`config.mk`:
```
export PLATFORM = sky130hd
export DESIGN_NAME = cache_store
export DESIGN_NICKNAME = d
export VERILOG_FILES = /design/src/common/cache_pkg.sv /design/src/cache/cache_store.sv
export VERILOG_INCLUDE_DIRS = /design/src /design/src/common
export SDC_FILE = /design/constraint.sdc
export NUM_CORES = 2
export LEC_CHECK = 0
export BUFFER_PORTS_ARGS = -buffer_cell sky130_fd_sc_hd__buf_2
export CAP_MARGIN = 0
export CORE_ASPECT_RATIO = 1.75
export CORE_MARGIN = 2
export CORE_UTILIZATION = 65
export DETAILED_ROUTE_END_ITERATION = 10
export HOLD_SLACK_MARGIN = 0.06
export PLACE_DENSITY_LB_ADDON = 0.3
export SETUP_SLACK_MARGIN = 0.5
export SKIP_LAST_GASP = 1
export SYNTH_ARGS = -nofsm -noshare
export SYNTH_HDL_FRONTEND = slang
export SYNTH_SLANG_ARGS = --single-unit
```
`constraint.sdc`:
```
create_clock -name clk -period 11.3 [get_ports clk]
set_input_delay 1.695 -clock clk [delete_from_list [all_inputs] [get_ports clk]]
set_output_delay 1.695 -clock clk [all_outputs]
set_load 0.02 [all_outputs]
```
`src/common/cache_cfg.svh`:
```
`ifndef CACHE_CFG_SVH
`define CACHE_CFG_SVH

// words per cache line
`define CACHE_LINE_WORDS 4

// direct mapped, one line per set
`define CACHE_NUM_SETS 16

// backing memory depth in lines
`define CACHE_MEM_LINES 256

`define CACHE_MEM_LATENCY 3  // command to done, at least 2

`endif
```
`src/common/cache_pkg.sv`:
```
package cache_pkg;

  `include "cache_cfg.svh"

  // byte address split: tag | index | word select | byte
  localparam int byte_bits = 2;
  localparam int word_sel_bits = $clog2(`CACHE_LINE_WORDS);
  localparam int offset_bits = byte_bits + word_sel_bits;
  localparam int index_bits = $clog2(`CACHE_NUM_SETS);
  localparam int tag_bits = 32 - index_bits - offset_bits;

  typedef logic [31:0] word_t;
  typedef logic [`CACHE_LINE_WORDS*32-1:0] line_t;
  typedef logic [index_bits-1:0] index_t;
  typedef logic [tag_bits-1:0] tag_t;

  typedef enum logic [1:0] {
    st_idle,
    st_compare_tag,
    st_writeback,
    st_allocate
  } cache_state_e;

  typedef enum logic [1:0] {mem_none, mem_read, mem_write} mem_cmd_e;

endpackage

```
`src/cache/cache_store.sv`:
```
`timescale 1ns/100ps

`include "cache_cfg.svh"

module cache_store
  import cache_pkg::*;
(
  input  logic  clk,
  input  logic  reset,
  input  word_t addr,
  input  word_t wdata,
  input  logic  write_word,
  input  logic  fill_line,
  input  line_t fill_data,
  output logic  lookup_hit,
  output logic  victim_dirty,
  output tag_t  victim_tag,
  output line_t victim_line,
  output word_t rd_word
);

  tag_t  tag_arr  [`CACHE_NUM_SETS];
  line_t data_arr [`CACHE_NUM_SETS];
  logic [`CACHE_NUM_SETS-1:0] valid;
  logic [`CACHE_NUM_SETS-1:0] dirty;

  logic [word_sel_bits-1:0] word_sel;
  index_t index;
  tag_t   tag;

  // address fields, byte bits ignored
  assign word_sel = addr[byte_bits +: word_sel_bits];
  assign index = addr[offset_bits +: index_bits];
  assign tag = addr[31 -: tag_bits];

  assign lookup_hit = valid[index] && (tag_arr[index] == tag);
  assign victim_dirty = valid[index] && dirty[index];
  assign victim_tag = tag_arr[index];
  assign victim_line = data_arr[index];
  assign rd_word = data_arr[index][32*word_sel +: 32];

  // line state bits
  always_ff @(posedge clk) begin
    if (reset) begin
      valid <= '0;
      dirty <= '0;
    end else if (fill_line) begin
      valid[index] <= 1'b1;
      dirty[index] <= 1'b0;  // fresh copy of memory
    end else if (write_word) begin
      dirty[index] <= 1'b1;
    end
  end

  // tag and data arrays, fill wins over a word write
  always_ff @(posedge clk) begin
    if (fill_line) begin
      data_arr[index] <= fill_data;
      tag_arr[index] <= tag;
    end else if (write_word) begin
      data_arr[index][32*word_sel +: 32] <= wdata;
    end
  end

endmodule

```
# [Word-level counts from Yosys, hierarchy flattened]
# Memories as Yosys holds them, arrays and structs flattened.
# Index checks and enable logic that the tools add are counted.
# Widths: inputs -> output; s select.
[op_classes] addsub=1 order_cmp=2 n_eq_ne=1 shift=3 n_mux=141 bitwise=132 n_reduce_logical=4
[ops] cell="$mux 1" n=135
[ops] cell="$mux 128" n=1
[ops] cell="$or 1x1->1" n=128
[ops] cell="$shift 32x34->128 const A" n=1
[ops] cell="$shiftx 128x8->32" n=1
[ops] cell="$shiftx 32x34->128" n=1
[ops] cell="$neg 7->34" n=1
[ops] cell="$mux 16" n=2
[ops] cell="$or 16x16->16" n=2
[ops] cell="$eq 24x24->1" n=1
[ops] cell="$and 16x16->16" n=1
[ops] cell="$not 16->16" n=1
[ops] cell="$bmux 1 s4" n=2
[ops] cell="$lt 4x5->1 const B" n=1
[ops] cell="$demux 1 s4" n=1
[ops] cell="$ge 4x1->1 const B" n=1
[ops] cell="$logic_and 1x1->1" n=3
[ops] cell="$reduce_bool 2->1" n=1
[totals] regBits=32 mem_bits_rw=2432 out_inout_bits=186 elab_cells=288 n_memories=2
[memory_table] name="data_arr" words=16 width=128 read_ports=1 rd_clocked_by_memory_dff=0 wr=1 line_no="cache_store.sv:23" text="line_t data_arr [`CACHE_NUM_SETS];"
[memory_table] name="tag_arr" words=16 width=24 read_ports=1 rd_clocked_by_memory_dff=0 wr=1 line_no="cache_store.sv:22" text="tag_t tag_arr [`CACHE_NUM_SETS];"

# [Logic depth before layout (Yosys ltp)]
[logic_depth] ltp_word=7 depth_mapped=12 depth_no_buf=7

# [Worst setup path after synthesis]
# OpenSTA, ideal clock, no wires.
[synth_timing] path_kind="input-to-output" from="input port addr[4]" to="output port lookup_hit" arrival_ns=4.263 required_ns=9.605 path_slack_ns=5.342 path_stages=9 cell_sequence="buf_2 buf_6 clkbuf_1 buf_2 mux4_2 mux4_2 xnor2_1 nand4_1 nor4_2"
[synth_via] elab_chain_cells=3
[synth_lines] item="from (decl)" line_no="cache_store.sv:10" text="input word_t addr,"
[synth_lines] item="$mem_v2 16x24"
[synth_lines] item="named net victim_tag[12]" line_no="cache_store.sv:17" text="output tag_t victim_tag,"
[synth_lines] item="$eq 24x24->1" line_no="cache_store.sv:36" text="assign lookup_hit = valid[index] && (tag_arr[index] == tag);"
[synth_lines] item="$logic_and 1x1->1" line_no="cache_store.sv:36"
[synth_lines] item="to (decl)" line_no="cache_store.sv:15" text="output logic lookup_hit,"
# The timed path passes the listed nets, and every way through them passes these cells. The select of a mux whose other input is x is not followed.

# [Final worst setup path]
[layout_timing] from="input port addr[4]" to="output port rd_word[15]"
[layout_via] elab_chain_cells=2
[layout_lines] item="$mem_v2 16x128"
[layout_lines] item="$shiftx 128x8->32" line_no="cache_store.sv:40" text="assign rd_word = data_arr[index][32*word_sel +: 32];"
[layout_lines] item="to (decl)" line_no="cache_store.sv:19" text="output word_t rd_word"
# Every way passes these cells.

==> out/qor_table.md <==
| Item | This run |
|---|---|
| Result of the run | completed |
| Total congestion overflow after global routing | 0 |
| Number of warnings issued by yosys | 0 |
| Area occupied by registers | 0.0737 sq mm |
| Worst-path maximum fanout | 114 |
| Setup repair after global routing missed its margin | no |
| Final wirelength | 273000 microns |
| Number of max-cap violations | 0 |
| CTS root buffer | sky130_fd_sc_hd__clkbuf_16 |
| Via count of the first global-routing pass | 49.4k |
| Total power consumption of the routed design | 19000 uW |
| Nets | 4594 |
| Largest net degree at the start of global routing | 167 |
| Category of the worst setup path capture point | primary output |
| Starting density of the core | 65.3% |
| Critical Path RT | 9.61 ns |
| Width of the die | 294 microns |
| Post-cts gate resize count | 0 |
| Count of nets left with antenna violations after detail routing | 0 |
| CP cell instances | buf_8 > buf_12 > buf_4 > mux4_2 > mux4_2 > mux4_2 > buf_2 |
| Clock-pin transition on the worst setup and hold timing paths | 0.07 ns |
| First-pass detailed-route iteration total | 6 |
| Type of origin of the critical path | primary input |
| Initial DRC Count | 8194 |
| Synth unique cells | 43 |
| Register bit total from synthesis | 2464 |
| Num ports | 382 |
| # rows | 186 |
| Cell repeated most along the worst path | sky130_fd_sc_hd__mux4_2 |
| TritonCTS buffer count | 197 |
| Quantity of I/O buffers inserted on ports | 379 |
| Final critical delay including setup and external delays | 7.51 ns |
| Layout fillers | 7436 |
| Synthesized net count | 4148 |
| Worst Hold Launch | valid[10] |
| Path type of the worst setup path | in2out |
| Worst max-slew margin expressed relative to the limit | 10.1% |
| Summed negative setup slack over all endpoints | 0 ns |
| Post-CTS setup repair buffer count | 0 |
| Area of the placeable core | 0.146 sq mm |
| Clock latency at the later pin of the worst-skew pair | 0.83 ns |
| Library cell contributing the largest single delay on the critical path | sky130_fd_sc_hd__buf_12 |
| Total number of vias | 48.7k |
| Total Routing Usage GR | 37.3% |
| Endpoints failing setup | 0 |
| Total clock sinks | 2464 |
| Wire length of the first global-routing pass | 380000 microns |
| Last weighted congestion value of the routability-driven placer | 0.852 |
| Fraction of final layout cells sized beyond drive strength 1 | 36.1% |
| Post-DR vias/cell | 7.53 |
| Area of the mapped netlist | 0.0956 sq mm |
| Area Growth Syn to Fin | 11.9% |
| Number of hold buffers added after CTS | 0 |
| DRC violations left | 0 |
| Die span in y | 511 microns |
| Multi-input gate area in the final layout | 0.0214 sq mm |
| Arrival @ worst endpoint | 5.81 ns |
| Number of instances in the synthesized netlist | 3947 |
| DIE AREA | 0.150 sq mm |
| Number of levels the H-tree was split into | 4 |
| TritonCTS clock tree | done |
| Largest stage delay on the critical path | 0.75 ns |
| Least-Margin Pin Slew | 1.35 ns |
| Max rail drop VDD | 185 uV |
| Peak clock frequency supported by timing | 133 MHz |
| WL/cell | 42.3 microns |
| Final clock skew | 0 ns |
| Power per Cell Area | 178 mW/mm^2 |
| HPWL reported at the end of detailed placement | 149000 microns |
| Slew Viols, Final | 0 |
| Final core utilization | 73.0% |
| Share of the cycle needed by the critical path after routing | 66.4% |
| Worst Setup SP | addr[4] |
| Total count of hold-check failures in the final report | 0 |
| Sequential share of the synthesized area | 77.1% |
| Antenna violations before repair | 41 |
| Leakage | 0.0335 uW |
| Clock Tree Buf Depth | 3 |
| Average instance area after synthesis | 24.2 sq um |
| Tightest Hold Check Type | reg2reg |
## metrics by stage
step | hold slack, ns | std cells | setup slack (ns) | cell area (sq um)
2_1_floorplan | 0.435 | 3947 | 5.34 | 95600
3_3_place_gp | 0.449 | 6074 | 3.73 | 100000
3_5_place_dp | 0.461 | 6074 | 3.77 | 100000
4_1_cts | 0.480 | 6439 | 3.74 | 107000
5_1_grt | 0.505 | 6440 | 3.51 | 107000
6_report | 0.480 | 6463 | 3.79 | 107000
## state kept, by name (all words and copies together), names as in the netlist, named ones only
signal,count
data_arr,2048
tag_arr,384
valid,16
## routing by layer
layer / global-route usage [%] / vias to the layer above / share of wire, %
li1: - / 18053 / -
met1: 46.3 / 25109 / 30
met2: 57.6 / 4514 / 48
met3: 13.0 / 926 / 15
met4: 21.5 / 48 / 7.0
met5: 0 / - / 0.11
## power breakdown
group	internal [uW]	total, uW	switching, uW
combinational	527	1530	1010
sequential	10300	10300	66.0
clock	3820	7110	3290
total	14600	19000	4360
## synth_stat cells (all sizes together)
library cell	count	area share, %
a21oi	15	0.079
mux2	7	0.082
nand2b	1	0.0066
a211oi	1	0.0079
mux4	786	19
a2bb2oi	2	0.018
nor3	19	0.10
buf	93	0.51
o41ai	1	0.017
and2	4	0.026
a22oi	4	0.031
nand2	35	0.14
nor4b	4	0.037
nor4	4	0.033
o22ai	3	0.020
nand4	3	0.020
edfxtp	2432	76
o21ai	7	0.037
o2bb2ai	1	0.0092
dfxtp	32	0.67
ha	5	0.065
xor2	6	0.055
a21bo	1	0.010
inv	9	0.035
o221ai	1	0.0092
o2111ai	1	0.0092
mux2i	40	0.43
o211ai	1	0.0079
a31oi	17	0.11
a2111oi	1	0.0092
nor2b	4	0.026
clkbuf	137	0.54
a221oi	1	0.0092
a22o	128	1.2
xnor2	22	0.20
or3	1	0.0066
and3	16	0.10
a31o	1	0.0092
nor2	101	0.40
## kinds of logic after synthesis
family / Yosys count / synth area share, %
AOI/OAI and AO/OA: 186 / 1.57
xor gates and xnor gates: 28 / 0.257
adders and majority gates: 5 / 0.0655
buffers and inverters: 239 / 1.08
DFF: 2464 / 77.1
muxes: 833 / 19.0
and+or+nand+nor: 192 / 0.893
## layout by cell type (no fill, tap or decap), drive strengths merged, types with 7 or more instances in the layout
cell	count
edfxtp	2432
mux4	786
buf	477
clkbuf	238
a22o	128
nor2	101
clkinv	92
mux2i	40
nand2	35
dfxtp	32
diode	24
bufinv	24
xnor2	22
nor3	19
a31oi	17
and3	16
a21oi	15
inv	14
mux2	7
o21ai	7
## final cells by class
| type | count | area share, % |
|---|---|---|
| antenna | 24 | 0.0562 |
| timing repair buffer | 477 | 2.60 |
| clock buffer | 238 | 4.79 |
| tap | 1880 | 2.20 |
| clock inverter | 127 | 1.38 |
| sequential | 2464 | 68.9 |
| multi-input combinational | 1244 | 20.0 |
| inverter | 9 | 0.0316 |
## worst max-delay path, delay by kind of cell
kind	cells	cell delay (ns)
buffers and inverters	4	2.18
multiplexers	3	1.63
## path summary, 6_finish.rpt
path	end	cells after the start	slack [ns]
max	rd_word[15]	7	3.79
min	valid[10]	2	0.48
max reg2reg	flop	2	10.57
min reg2reg	valid[10]	2	0.48
No activity file was read; power rests on OpenSTA's default activity.
