File: config.mk
export PLATFORM = sky130hd
export DESIGN_NAME = cache_ctrl
export DESIGN_NICKNAME = d
export VERILOG_FILES = /design/src/common/cache_pkg.sv /design/src/cache/cache_ctrl.sv
export VERILOG_INCLUDE_DIRS = /design/src /design/src/common
export SDC_FILE = /design/constraint.sdc
export NUM_CORES = 1
export LEC_CHECK = 0
export ABC_AREA = 1
export BUFFER_PORTS_ARGS = -buffer_cell sky130_fd_sc_hd__buf_2
export CORE_AREA = 2 2 141 143
export DETAILED_ROUTE_END_ITERATION = 7
export DIE_AREA = 0 0 143 145
export SLEW_MARGIN = 20
export SYNTH_ARGS = -nofsm -noshare
export SYNTH_HDL_FRONTEND = slang
export SYNTH_SLANG_ARGS = --single-unit
File: constraint.sdc
create_clock -name clk -period 2 [get_ports clk]
set_input_delay 0.2 -clock clk [delete_from_list [all_inputs] [get_ports clk]]
set_output_delay 0.2 -clock clk [all_outputs]
set_load 0.1 [all_outputs]
File: src/common/cache_cfg.svh
`ifndef CACHE_CFG_SVH
`define CACHE_CFG_SVH

// words per cache line
`define CACHE_LINE_WORDS 4

// direct mapped, one line per set
`define CACHE_NUM_SETS 16

// backing memory depth in lines
`define CACHE_MEM_LINES 256

`define CACHE_MEM_LATENCY 3  // command to done, at least 2

`endif
File: src/common/cache_pkg.sv
package cache_pkg;

  `include "cache_cfg.svh"

  // byte address split: tag | index | word select | byte
  localparam int byte_bits = 2;
  localparam int word_sel_bits = $clog2(`CACHE_LINE_WORDS);
  localparam int offset_bits = byte_bits + word_sel_bits;
  localparam int index_bits = $clog2(`CACHE_NUM_SETS);
  localparam int tag_bits = 32 - index_bits - offset_bits;

  typedef logic [31:0] word_t;
  typedef logic [`CACHE_LINE_WORDS*32-1:0] line_t;
  typedef logic [index_bits-1:0] index_t;
  typedef logic [tag_bits-1:0] tag_t;

  typedef enum logic [1:0] {
    st_idle,
    st_compare_tag,
    st_writeback,
    st_allocate
  } cache_state_e;

  typedef enum logic [1:0] {mem_none, mem_read, mem_write} mem_cmd_e;

endpackage

File: src/cache/cache_ctrl.sv
`timescale 1ns/100ps

module cache_ctrl
  import cache_pkg::*;
(
  input  logic     clk,
  input  logic     reset,
  input  logic     req_valid,
  input  logic     rd,
  input  logic     wr,
  input  word_t    addr,
  input  logic     lookup_hit,
  input  logic     victim_dirty,
  input  tag_t     victim_tag,
  input  line_t    victim_line,
  input  logic     mem_done,
  output logic     ready,
  output logic     hit,
  output logic     write_word,
  output logic     fill_line,
  output mem_cmd_e mem_cmd,
  output word_t    mem_line_addr,
  output line_t    mem_wline
);

  cache_state_e state;
  cache_state_e next_state;
  logic         missed;  // first lookup of this request missed
  index_t       index;
  word_t        req_line_addr;
  word_t        victim_line_addr;

  assign index = addr[offset_bits +: index_bits];

  // line aligned byte addresses for refill and write-back
  assign req_line_addr = {addr[31:offset_bits], {offset_bits{1'b0}}};
  assign victim_line_addr = {victim_tag, index, {offset_bits{1'b0}}};

  // a request completes only in compare_tag once the line is present
  assign ready = (state == st_compare_tag) && lookup_hit;
  assign hit = ready && !missed;

  always_ff @(posedge clk) begin
    if (reset) begin
      state <= st_idle;
      missed <= 1'b0;
    end else begin
      state <= next_state;
      if (state == st_idle) begin
        missed <= 1'b0;  // fresh request
      end else if (state == st_compare_tag && !lookup_hit) begin
        missed <= 1'b1;
      end
    end
  end

  always_comb begin
    next_state = state;
    write_word = 1'b0;
    fill_line = 1'b0;
    mem_cmd = mem_none;
    mem_line_addr = '0;
    mem_wline = '0;

    case (state)
      st_idle: begin
        if (req_valid && (rd || wr)) begin
          next_state = st_compare_tag;
        end
      end

      st_compare_tag: begin
        if (lookup_hit) begin
          write_word = wr;  // write hit merges the word, marks dirty
          next_state = st_idle;
        end else if (victim_dirty) begin
          // push the old line out first
          mem_cmd = mem_write;
          mem_line_addr = victim_line_addr;
          mem_wline = victim_line;
          next_state = st_writeback;
        end else begin
          mem_cmd = mem_read;
          mem_line_addr = req_line_addr;
          next_state = st_allocate;
        end
      end

      st_writeback: begin
        if (mem_done) begin
          // memory is free again on the done cycle
          mem_cmd = mem_read;
          mem_line_addr = req_line_addr;
          next_state = st_allocate;
        end
      end

      st_allocate: begin
        if (mem_done) begin
          fill_line = 1'b1;  // mem_rline is valid with done
          next_state = st_compare_tag;
        end
      end

      default: begin
        next_state = st_idle;
      end
    endcase
  end

endmodule

-- Word level (Yosys, flattened, before mapping)
Index checks and enable logic that the tools add are counted.
- equality and inequality tests: 6
- muxes and demuxes: 21
- reduce and logical (&&, ||, !) cells: 10
- operator list (cell ; count):
    $mux W128 ; 3
    $mux W32 ; 3
    $pmux W32 S2 ; 1
    $mux W2 ; 6
    $pmux W2 S4 ; 1
    $mux W1 ; 6
    $eq A2 B2 Y1 const B ; 2
    $logic_and A1 B1 Y1 ; 4
    $ne A2 B2 Y1 const B ; 2
    $pmux W2 S2 ; 1
    $reduce_and A3 Y1 ; 1
    $eq A2 B1 Y1 const B ; 1
    $logic_not A1 Y1 ; 2
    $logic_not A2 Y1 ; 1
    $ne A2 B1 Y1 const B ; 1
    $reduce_or A2 Y1 ; 1
    $logic_or A1 B1 Y1 ; 1
- flip-flop bits (word level): 3
- bits of input ports: 192
- output and inout port bits: 166
- logic and storage cells: 39

-- Longest topological paths before layout
Gate-level depths: netlist of run 1.
- word-level depth: 4
- mapped depth: 9
- gate-level depth less buffers: 8

-- Least setup slack after synthesis of run 1
No wires, ideal clock.
- kind: register to output
- start: register state[0]
- end: output port mem_line_addr[11]
- arrival: 2982 ps
- setup slack: -1182 ps
- stages on the path, launching flop included: 7
- cells stage by stage: dfxtp_1 > inv_1 > ha_1 > nand2_1 > nor2_1 > nand2_1 > nand2_1
- word-level cells in the longest chain between the ends: 2
- ends and longest elaborated chain (element ; RTL line ; text):
    start: declaration ; cache_ctrl.sv:26 ; cache_state_e state;
    start signal: assignment ; cache_ctrl.sv:45 ; state <= st_idle;
    start signal: assignment ; cache_ctrl.sv:48 ; state <= next_state;
    $eq A2 B2 Y1 or $eq A2 B1 Y1 (tied branches) ; cache_ctrl.sv:65 ; case (state)
    $pmux W32 S2 * ; cache_ctrl.sv:65 ;
    end: declaration ; cache_ctrl.sv:22 ; output word_t mem_line_addr,
Every way passes the cells marked *; elsewhere a longest branch is shown, timed or not.

-- Worst setup path in the final report of run 1
- start: register state[0]
- end: output port mem_line_addr[21]
Same word-level chain as after synthesis.

==> summary.md, run 1 <==
The latest clock arrival within the worst-skew pair came out at 0.23 ns. By area the synthesized netlist is led by sky130_fd_sc_hd__inv_1 30%, sky130_fd_sc_hd__nor2_1 30%, sky130_fd_sc_hd__nand2_1 19%, sky130_fd_sc_hd__ha_1 3.6%, sky130_fd_sc_hd__buf_2 3.5%. The cell count after synthesis came out at 412. Share of final-layout standard cells stronger than drive strength 1: 0.604.

Routed wire length: 11300 um. The detailed router placed 3489 vias in this run. In the final routed layout, each cell accounts on average for 11.0 um. The effective utilization at floorplan is 0.0898. The final hold violation count is 0, and the post-placement cell area is 0.00642 mm^2. The total negative slack for setup checks was 0 ns; the number of levels the H-tree was split into was 1. The final clock period utilization by the worst path was 0.967. The worst setup path is of the flip-flop to primary output kind.

The worst register-to-register path ends at state[0]. Measured along the y axis, the die boundary spans 145 um. The run gives 0 as the initial antenna violation count. The fraction of registers with async set or reset after synthesis was 0; the iteration count of the initial detailed-routing pass was 4. Along the worst path, the maximum fanout reaches 6. The type of origin of the critical path is a flip-flop. The number of buffers between clock root and the deepest sink is 2.

The run gives 51 as the number of cell rows. At the end of the flow, the number of nets in the layout was 958. The maximum clock skew at final layout was 0.00437 ns; the post-route cell area was 0.00670 mm^2. The floorplan step defined a die boundary enclosing 0.0207 mm^2. Clock tree synthesis inserted a total of 3 buffers. Summed over all nets, the half-perimeter wirelength after detailed placement is 9690 um. The worst-case IR drop observed on VDD is 0.000663 V.

Number of global-route vias before repair: 3288. The first global-routing pass estimated 16100 um of wire. The number of nets with antenna violations after detailed routing came out at 0. The design draws 5.19 mW. Area of the core: 0.0192 mm^2.

The depth of the worst register-to-register path is 8, and the count of final max-slew check failures is 0. Buffers placed on the I/O ports in this run total 349. For this run the aggregate overflow at the end of global routing stands at 0.

358 I/O pins were placed. Register-to-register path setup slack: 0.74 ns. In this run the clock root is driven by a sky130_fd_sc_hd__clkbuf_16. Of all cell types, the one taking the most synthesized area is sky130_fd_sc_hd__inv_1. The worst register-to-register path begins at state[0].

TritonCTS built the clock tree. The run gives 3 as the number of sinks handled by clock tree synthesis. STA puts the critical path data required time at 1.80 ns. The capturing element of the worst setup path was mem_line_addr[21].

The count of unique library cells instantiated by Yosys is 17, and the peak clock frequency supported by timing is 0.517 GHz. The final hold slack is 0.151 ns, and the data arrival at the endpoint of the critical path is 1.73 ns. The static leakage is 3.59 nW, and the overall track demand over capacity in global routing is 0.0945. The routing usage on met2 was 0.187.

The logs give 0 for the count of warnings emitted by yosys and 0 for the final number of setup-violating endpoints. The number of design rule violations left after detail routing is 0. The total instance count after detailed placement was 1015; the synthesized area per cell was 4.19 um^2. The critical path launch point is state[0]. The number of antenna diodes in the final layout is 0. Post-synthesis to final-layout area growth: 288%. For the met1 track demand over resource, the log shows 0.104. The top-area cell type share of the netlist area was 0.305. The global routing stage identified its most utilized layer as met2. The commonest cells after synthesis are 140 x sky130_fd_sc_hd__inv_1, 138 x sky130_fd_sc_hd__nor2_1, 87 x sky130_fd_sc_hd__nand2_1.

At the end of routability-driven placement, the weighted congestion stood at 0.799. The count of flip-flops with a built-in enable after synthesis works out to 0. For the global-route track usage on met3, the log shows 0.0191.

The worst hold path was traced through 2 stages. The logs give 0 for the number of maximum-capacitance constraint violations and 104 for the starting DRC count in detailed routing. Number of vias per cell after detailed routing: 3.40. Clock-pin slew was measured on the worst setup and hold paths at 0.03 ns. The register bit total from synthesis is 3, and the number of cells in the finished layout apart from fillers is 1025. After synthesis the cells add up to 0.00173 mm^2.

The ratio of total power to cell area was 774 mW/mm^2; the maximum number of pins on one net before global-route repair was 67. The most common cell in the netlist is sky130_fd_sc_hd__inv_1. Among all flip-flop cells after synthesis, the most frequent one is sky130_fd_sc_hd__dfxtp_1.

The class of the most critical hold timing path is primary input to flip-flop. Setup repair after global routing could not meet its margin everywhere. The sequential element share of the synthesized area is 0.0348.

The worst path needs 1.93 ns of the cycle, external delays included. From left edge to right edge, the die measures 143 um. Nature of the critical path endpoint: a primary output. The flow ran to the end, and the final reports show no timing, DRC or antenna violations.
flip-flops by register name, indices dropped and copies added, names as in the netlist:
register / flops
state: 2
missed: 1
area by class of cell:
cell class | count | area (um^2)
Timing Repair Buffer | 362 | 4320
Timing Repair inverter | 1 | 6.26
Multi-Input combinational cell | 248 | 1350
Tap cell | 265 | 332
Sequential cell | 3 | 65.1
Inverter | 142 | 546
Clock buffer | 4 | 78.8
Fill cell | 1958 | 12500
kinds of logic after synthesis:
group	Yosys count	synth area share
buffers and inverters	164	0.392
adder cells (fa/ha/maj)	5	0.0363
other	1	0.00217
AND/OR/NAND/NOR	231	0.511
flip-flops	3	0.0348
AO/OA/AOI/OAI	8	0.0247
critical path, cell delays in order (launching register included):
cell and delay [ns]:
sky130_fd_sc_hd__dfxtp_4 0.38, sky130_fd_sc_hd__inv_4 0.05, sky130_fd_sc_hd__ha_4 0.29, sky130_fd_sc_hd__inv_4 0.03, sky130_fd_sc_hd__nor2_4 0.21, sky130_fd_sc_hd__clkbuf_16 0.21
sky130_fd_sc_hd__nand2_1 0.06, sky130_fd_sc_hd__nand2_2 0.08, sky130_fd_sc_hd__buf_12 0.17
timing repair:
item,4_1_cts,5_1_grt
buffers inserted,0,2
pin swaps,0,15
gates cloned,0,4
setup endpoints to repair,44,109
hold buffers,0,0
gates resized for setup,5,41
layout by cell type, fill, tap and decap left out, drive strengths merged:
master,synthesis,layout
buf,22,360
inv,142,142
nor2,139,139
nand2,87,87
clkbuf,0,6
ha,5,5
a21oi,4,4
conb,1,4
nand3,4,4
o21ai,3,3
dfxtp,3,3
clkinv,0,1
nor3,1,1
o21bai,1,1
layer usage:
layer,vias up,wire length [um]
met5,-,0
met4,0,82
met3,8,971
met2,190,5960
met1,1510,4280
li1,1781,-
power by group:
group          switching [mW]  internal (mW)
Clock                  0.0624          0.264
Sequential             0.0370         0.0890
Combinational            3.17           1.57
Total                    3.27           1.92
metrics by stage:
step / worst slack, ns / utilization
finish: 0.0668 / 0.349
global route: -0.0228 / 0.349
CTS: -0.0643 / 0.339
detailed placement: 0.0702 / 0.334
global placement: 0.117 / 0.334
floorplan: -0.487 / -
how the worst min path moves through the flow:
stage	end	from	slack, ns
2_1_floorplan	missed	reset	0.28
3_3_place_gp	missed	reset	0.38
3_5_place_dp	missed	reset	0.39
4_1_cts	missed	reset	0.15
5_1_grt	missed	reset	0.17
6_report	missed	reset	0.15
Note: power is estimated with default switching activity, not from simulation.
==> run 2: changes to the inputs <==
--- a/config.mk
+++ b/config.mk
@@ -8,9 +8,9 @@
 export LEC_CHECK = 0
 export ABC_AREA = 1
 export BUFFER_PORTS_ARGS = -buffer_cell sky130_fd_sc_hd__buf_2
-export CORE_AREA = 2 2 141 143
+export CORE_AREA = 3 3 138 140
 export DETAILED_ROUTE_END_ITERATION = 7
-export DIE_AREA = 0 0 143 145
+export DIE_AREA = 0 0 141 143
 export SLEW_MARGIN = 20
 export SYNTH_ARGS = -nofsm -noshare
 export SYNTH_HDL_FRONTEND = slang
==> run 2 against run 1 <==
  * Critical path depth shrank 1
  * Global-route usage grew 1.3 points
  * Largest power group unchanged
  * Die area shrank 2.8%
  * Utilization grew 2.3 points
  * Routed wire length grew 6.5%
==> summary.md, run 2 (synthesis results as in run 1) <==
The overall track demand over capacity in global routing came out at 0.107. The critical path required time was 1.80 ns. The floorplan step defined a core boundary enclosing 0.0180 mm^2.

For the total number of nets in the final design, the log shows 959. The number of cells in the finished layout apart from fillers is 991. The logs give 17700 um for the first-pass GRT wire length and 0.00135 mm^2 for the combined area of the multi-input logic cells.

Setup repair after global routing could not meet its margin everywhere. Before CTS, the worst setup slack after placement is 0.137 ns. The tools report the final number of setup-violating endpoints as 0. Across the run, the number of max-cap violations was 0. Along the worst path, the maximum fanout reaches 26. At the end of routability-driven placement, the weighted congestion stood at 0.847.

The run gives 1.95 mW as the internal power component. The die width is 141 um. In this run the clock root is driven by a sky130_fd_sc_hd__clkbuf_16. The pre-antenna-repair detailed-routing pass consisted of 4 iterations. The tools report the number of global-route vias before repair as 3539. The tools report the clock power share as 0.060.

The total negative slack for setup checks came out at 0 ns. The switching part of the total is 0.624. In this run the static leakage power is 3.59 nW.

Count of final max-slew check failures: 0. The share of final-layout standard cells stronger than drive strength 1 was 0.599. The library cell used most frequently in the layout, excluding fill and tap cells, is sky130_fd_sc_hd__buf_2. The run finished with clean final reports. In the final routed layout, each cell accounts on average for 12.1 um.

The worst-case setup margin in the final layout is 0.0369 ns. The routed design has 12000 um of wire. The worst-case IR drop observed on VDD is 0.000572 V. The tools report the portion of total power attributed to combinational logic as 0.915. The number of levels the H-tree was split into is 1. In this run the critical register-to-register path is launched from state[0]. Ratio of total power to cell area: 779 mW/mm^2. The final clock period utilization by the worst path came out at 0.982. For this block, the via count after detailed routing is 3485.

The run gives 0 as the final hold violation count. Data on the critical path arrives at its endpoint at 1.76 ns. Summed over all layers, the global routing overflow is 0. The critical path in this run is classified as flip-flop to primary output.

Buffers placed on the I/O ports in this run total 349. Once placement finished, the instance area stood at 0.00639 mm^2. The maximum number of pins on one net before global-route repair was 68. Measured along the y axis, the die boundary spans 143 um. The peak clock frequency supported by timing was 0.509 GHz; the clock period minus final worst setup slack was 1.96 ns. STA classifies the critical path startpoint as a flip-flop. Number of inserted filler cells in the final layout: 1835. For this design the top-level I/O count stands at 358. In the layout the commonest cells are 191 x sky130_fd_sc_hd__buf_2, 164 x sky130_fd_sc_hd__buf_12, 137 x sky130_fd_sc_hd__inv_1.

Among the stages of the critical path, the cell type that occurs most often is sky130_fd_sc_hd__buf_12. The master of the slowest instance on the critical path was sky130_fd_sc_hd__dfxtp_4. The effective utilization at floorplan is 0.0961.

For this run, the slowest stage of the critical path takes 0.34 ns. The run gives 67.6 um^2 as the footprint of the flip-flops and latches. The core utilization of the finished layout came out at 0.372.

STA classifies the critical path endpoint as a primary output. The maximum clock skew at final layout was 0.000251 ns. The run gives 0 as the number of design rule violations left after detail routing. The detailed router put a total of 4270 um of wire on met1. The starting DRC count in detailed routing came out at 133. After routing the design area is 0.00668 mm^2. Initial antenna violation count: 1. The number of cell rows is 49. TritonCTS built the clock tree. The clock transition at the registers of the reported paths works out to 0.03 ns.

The post-synthesis to final-layout area growth was 287%; the die outline area was 0.0202 mm^2. The depth of the worst register-to-register path was 8. The total instance count after detailed placement is 980, and the number of vias per cell after detailed routing is 3.52.

For the worst-skew pair, the clock arrives at the later sink with an insertion delay of 0.22 ns. The destination of the worst register-to-register timing path was state[0]. The logs give 1000 um for the detailed-routed wire length on met3 and 0.024 for the proportion of power drawn by flip-flops and latches.

Half-perimeter wire length of the detailed placement result: 10700 um. For the detailed-routed wire length on met2, the log shows 6600 um. Number of nets with antenna violations after detailed routing: 0. state holds more flip-flops than any other register. The highest metal layer carrying signal wires in the routed design is met4. The startpoint identified for the worst hold timing path is reset.

The setup check on the worst reg-to-reg path leaves a slack of 0.65 ns. Counting every sink on the clock net gives 3. The min-delay analysis places its worst path in the category primary input to flip-flop. Counting instances, the worst hold path has a depth of 2.

No sink is reached through more buffers than the 2 on the longest clock path. The number of clock buffers added by TritonCTS is 3. The analysis attributes to net switching a power of 3.25 mW. Traced cell by cell, the critical path runs through inv_2 -> ha_4 -> nand3_4 -> buf_12 -> buf_12 -> nor2_1 -> buf_12.

The tools report the end of the worst hold path as missed. The register with the most flip-flops in the layout has 2 of them. The largest registers in the layout are state: 2 flops, missed: 1 flops.
run 2: cell types whose count changed in the layout (fill, tap and decap cells not counted), sizes merged:
cell    change
diode       +1
clkinv      -1
buf         +1
clkbuf      +1
run 2: per-stage QoR:
step / power (mW) / hold slack [ns]
6_report: 5.20 / 0.161
5_1_grt: 5.43 / 0.178
4_1_cts: 5.02 / 0.159
3_5_place_dp: 4.68 / 0.389
3_3_place_gp: 4.65 / 0.382
2_1_floorplan: 2.98 / 0.277
run 2: metal layers:
layer	global-route usage	vias up
met5	0	-
met4	0.0214	0
met3	0.0238	10
met2	0.208	194
met1	0.119	1497
li1	-	1784
run 2: power by group through the flow:
| stage | sequential (mW) | combinational (mW) | clock [mW] |
|---|---|---|---|
| 2_1_floorplan | 0.100 | 2.88 | 0 |
| 3_3_place_gp | 0.104 | 4.54 | 0 |
| 3_5_place_dp | 0.107 | 4.57 | 0 |
| 4_1_cts | 0.107 | 4.59 | 0.318 |
| 5_1_grt | 0.133 | 4.97 | 0.333 |
| 6_report | 0.127 | 4.76 | 0.314 |
run 2: worst max path at each step:
stage	from	endpoint	slack (ns)	cells after the start
2_1_floorplan	state[1]	mem_wline[100]	-0.49	6
3_3_place_gp	state[0]	mem_line_addr[30]	0.18	8
3_5_place_dp	state[0]	mem_line_addr[15]	0.14	8
4_1_cts	state[1]	mem_wline[62]	-0.06	7
5_1_grt	state[0]	mem_line_addr[12]	-0.02	8
6_report	state[1]	mem_wline[92]	0.04	7
run 2: what timing repair did:
| action | in CTS | in global routing |
|---|---|---|
| buffers inserted | 0 | 3 |
| endpoints found under the hold margin | 0 | 0 |
| setup endpoints to repair | 51 | 143 |
| cloned | 0 | 3 |
| hold buffers | 0 | 0 |
| pin swaps | 0 | 8 |
| gates resized for setup | 4 | 33 |
run 2: critical path: cells and delay by family (launching register included):
family	cells	cell delay, ns
buf+inv	4	0.68
flops	1	0.34
simple gates	2	0.31
fa+ha+maj	1	0.17
run 2: layout make-up:
class / count / share of cell area
Antenna cell: 1 / 0.000375
Clock buffer: 4 / 0.0118
Inverter: 142 / 0.0802
Multi-Input combinational cell: 248 / 0.202
Sequential cell: 3 / 0.0101
Tap cell: 229 / 0.0429
Timing Repair Buffer: 364 / 0.653
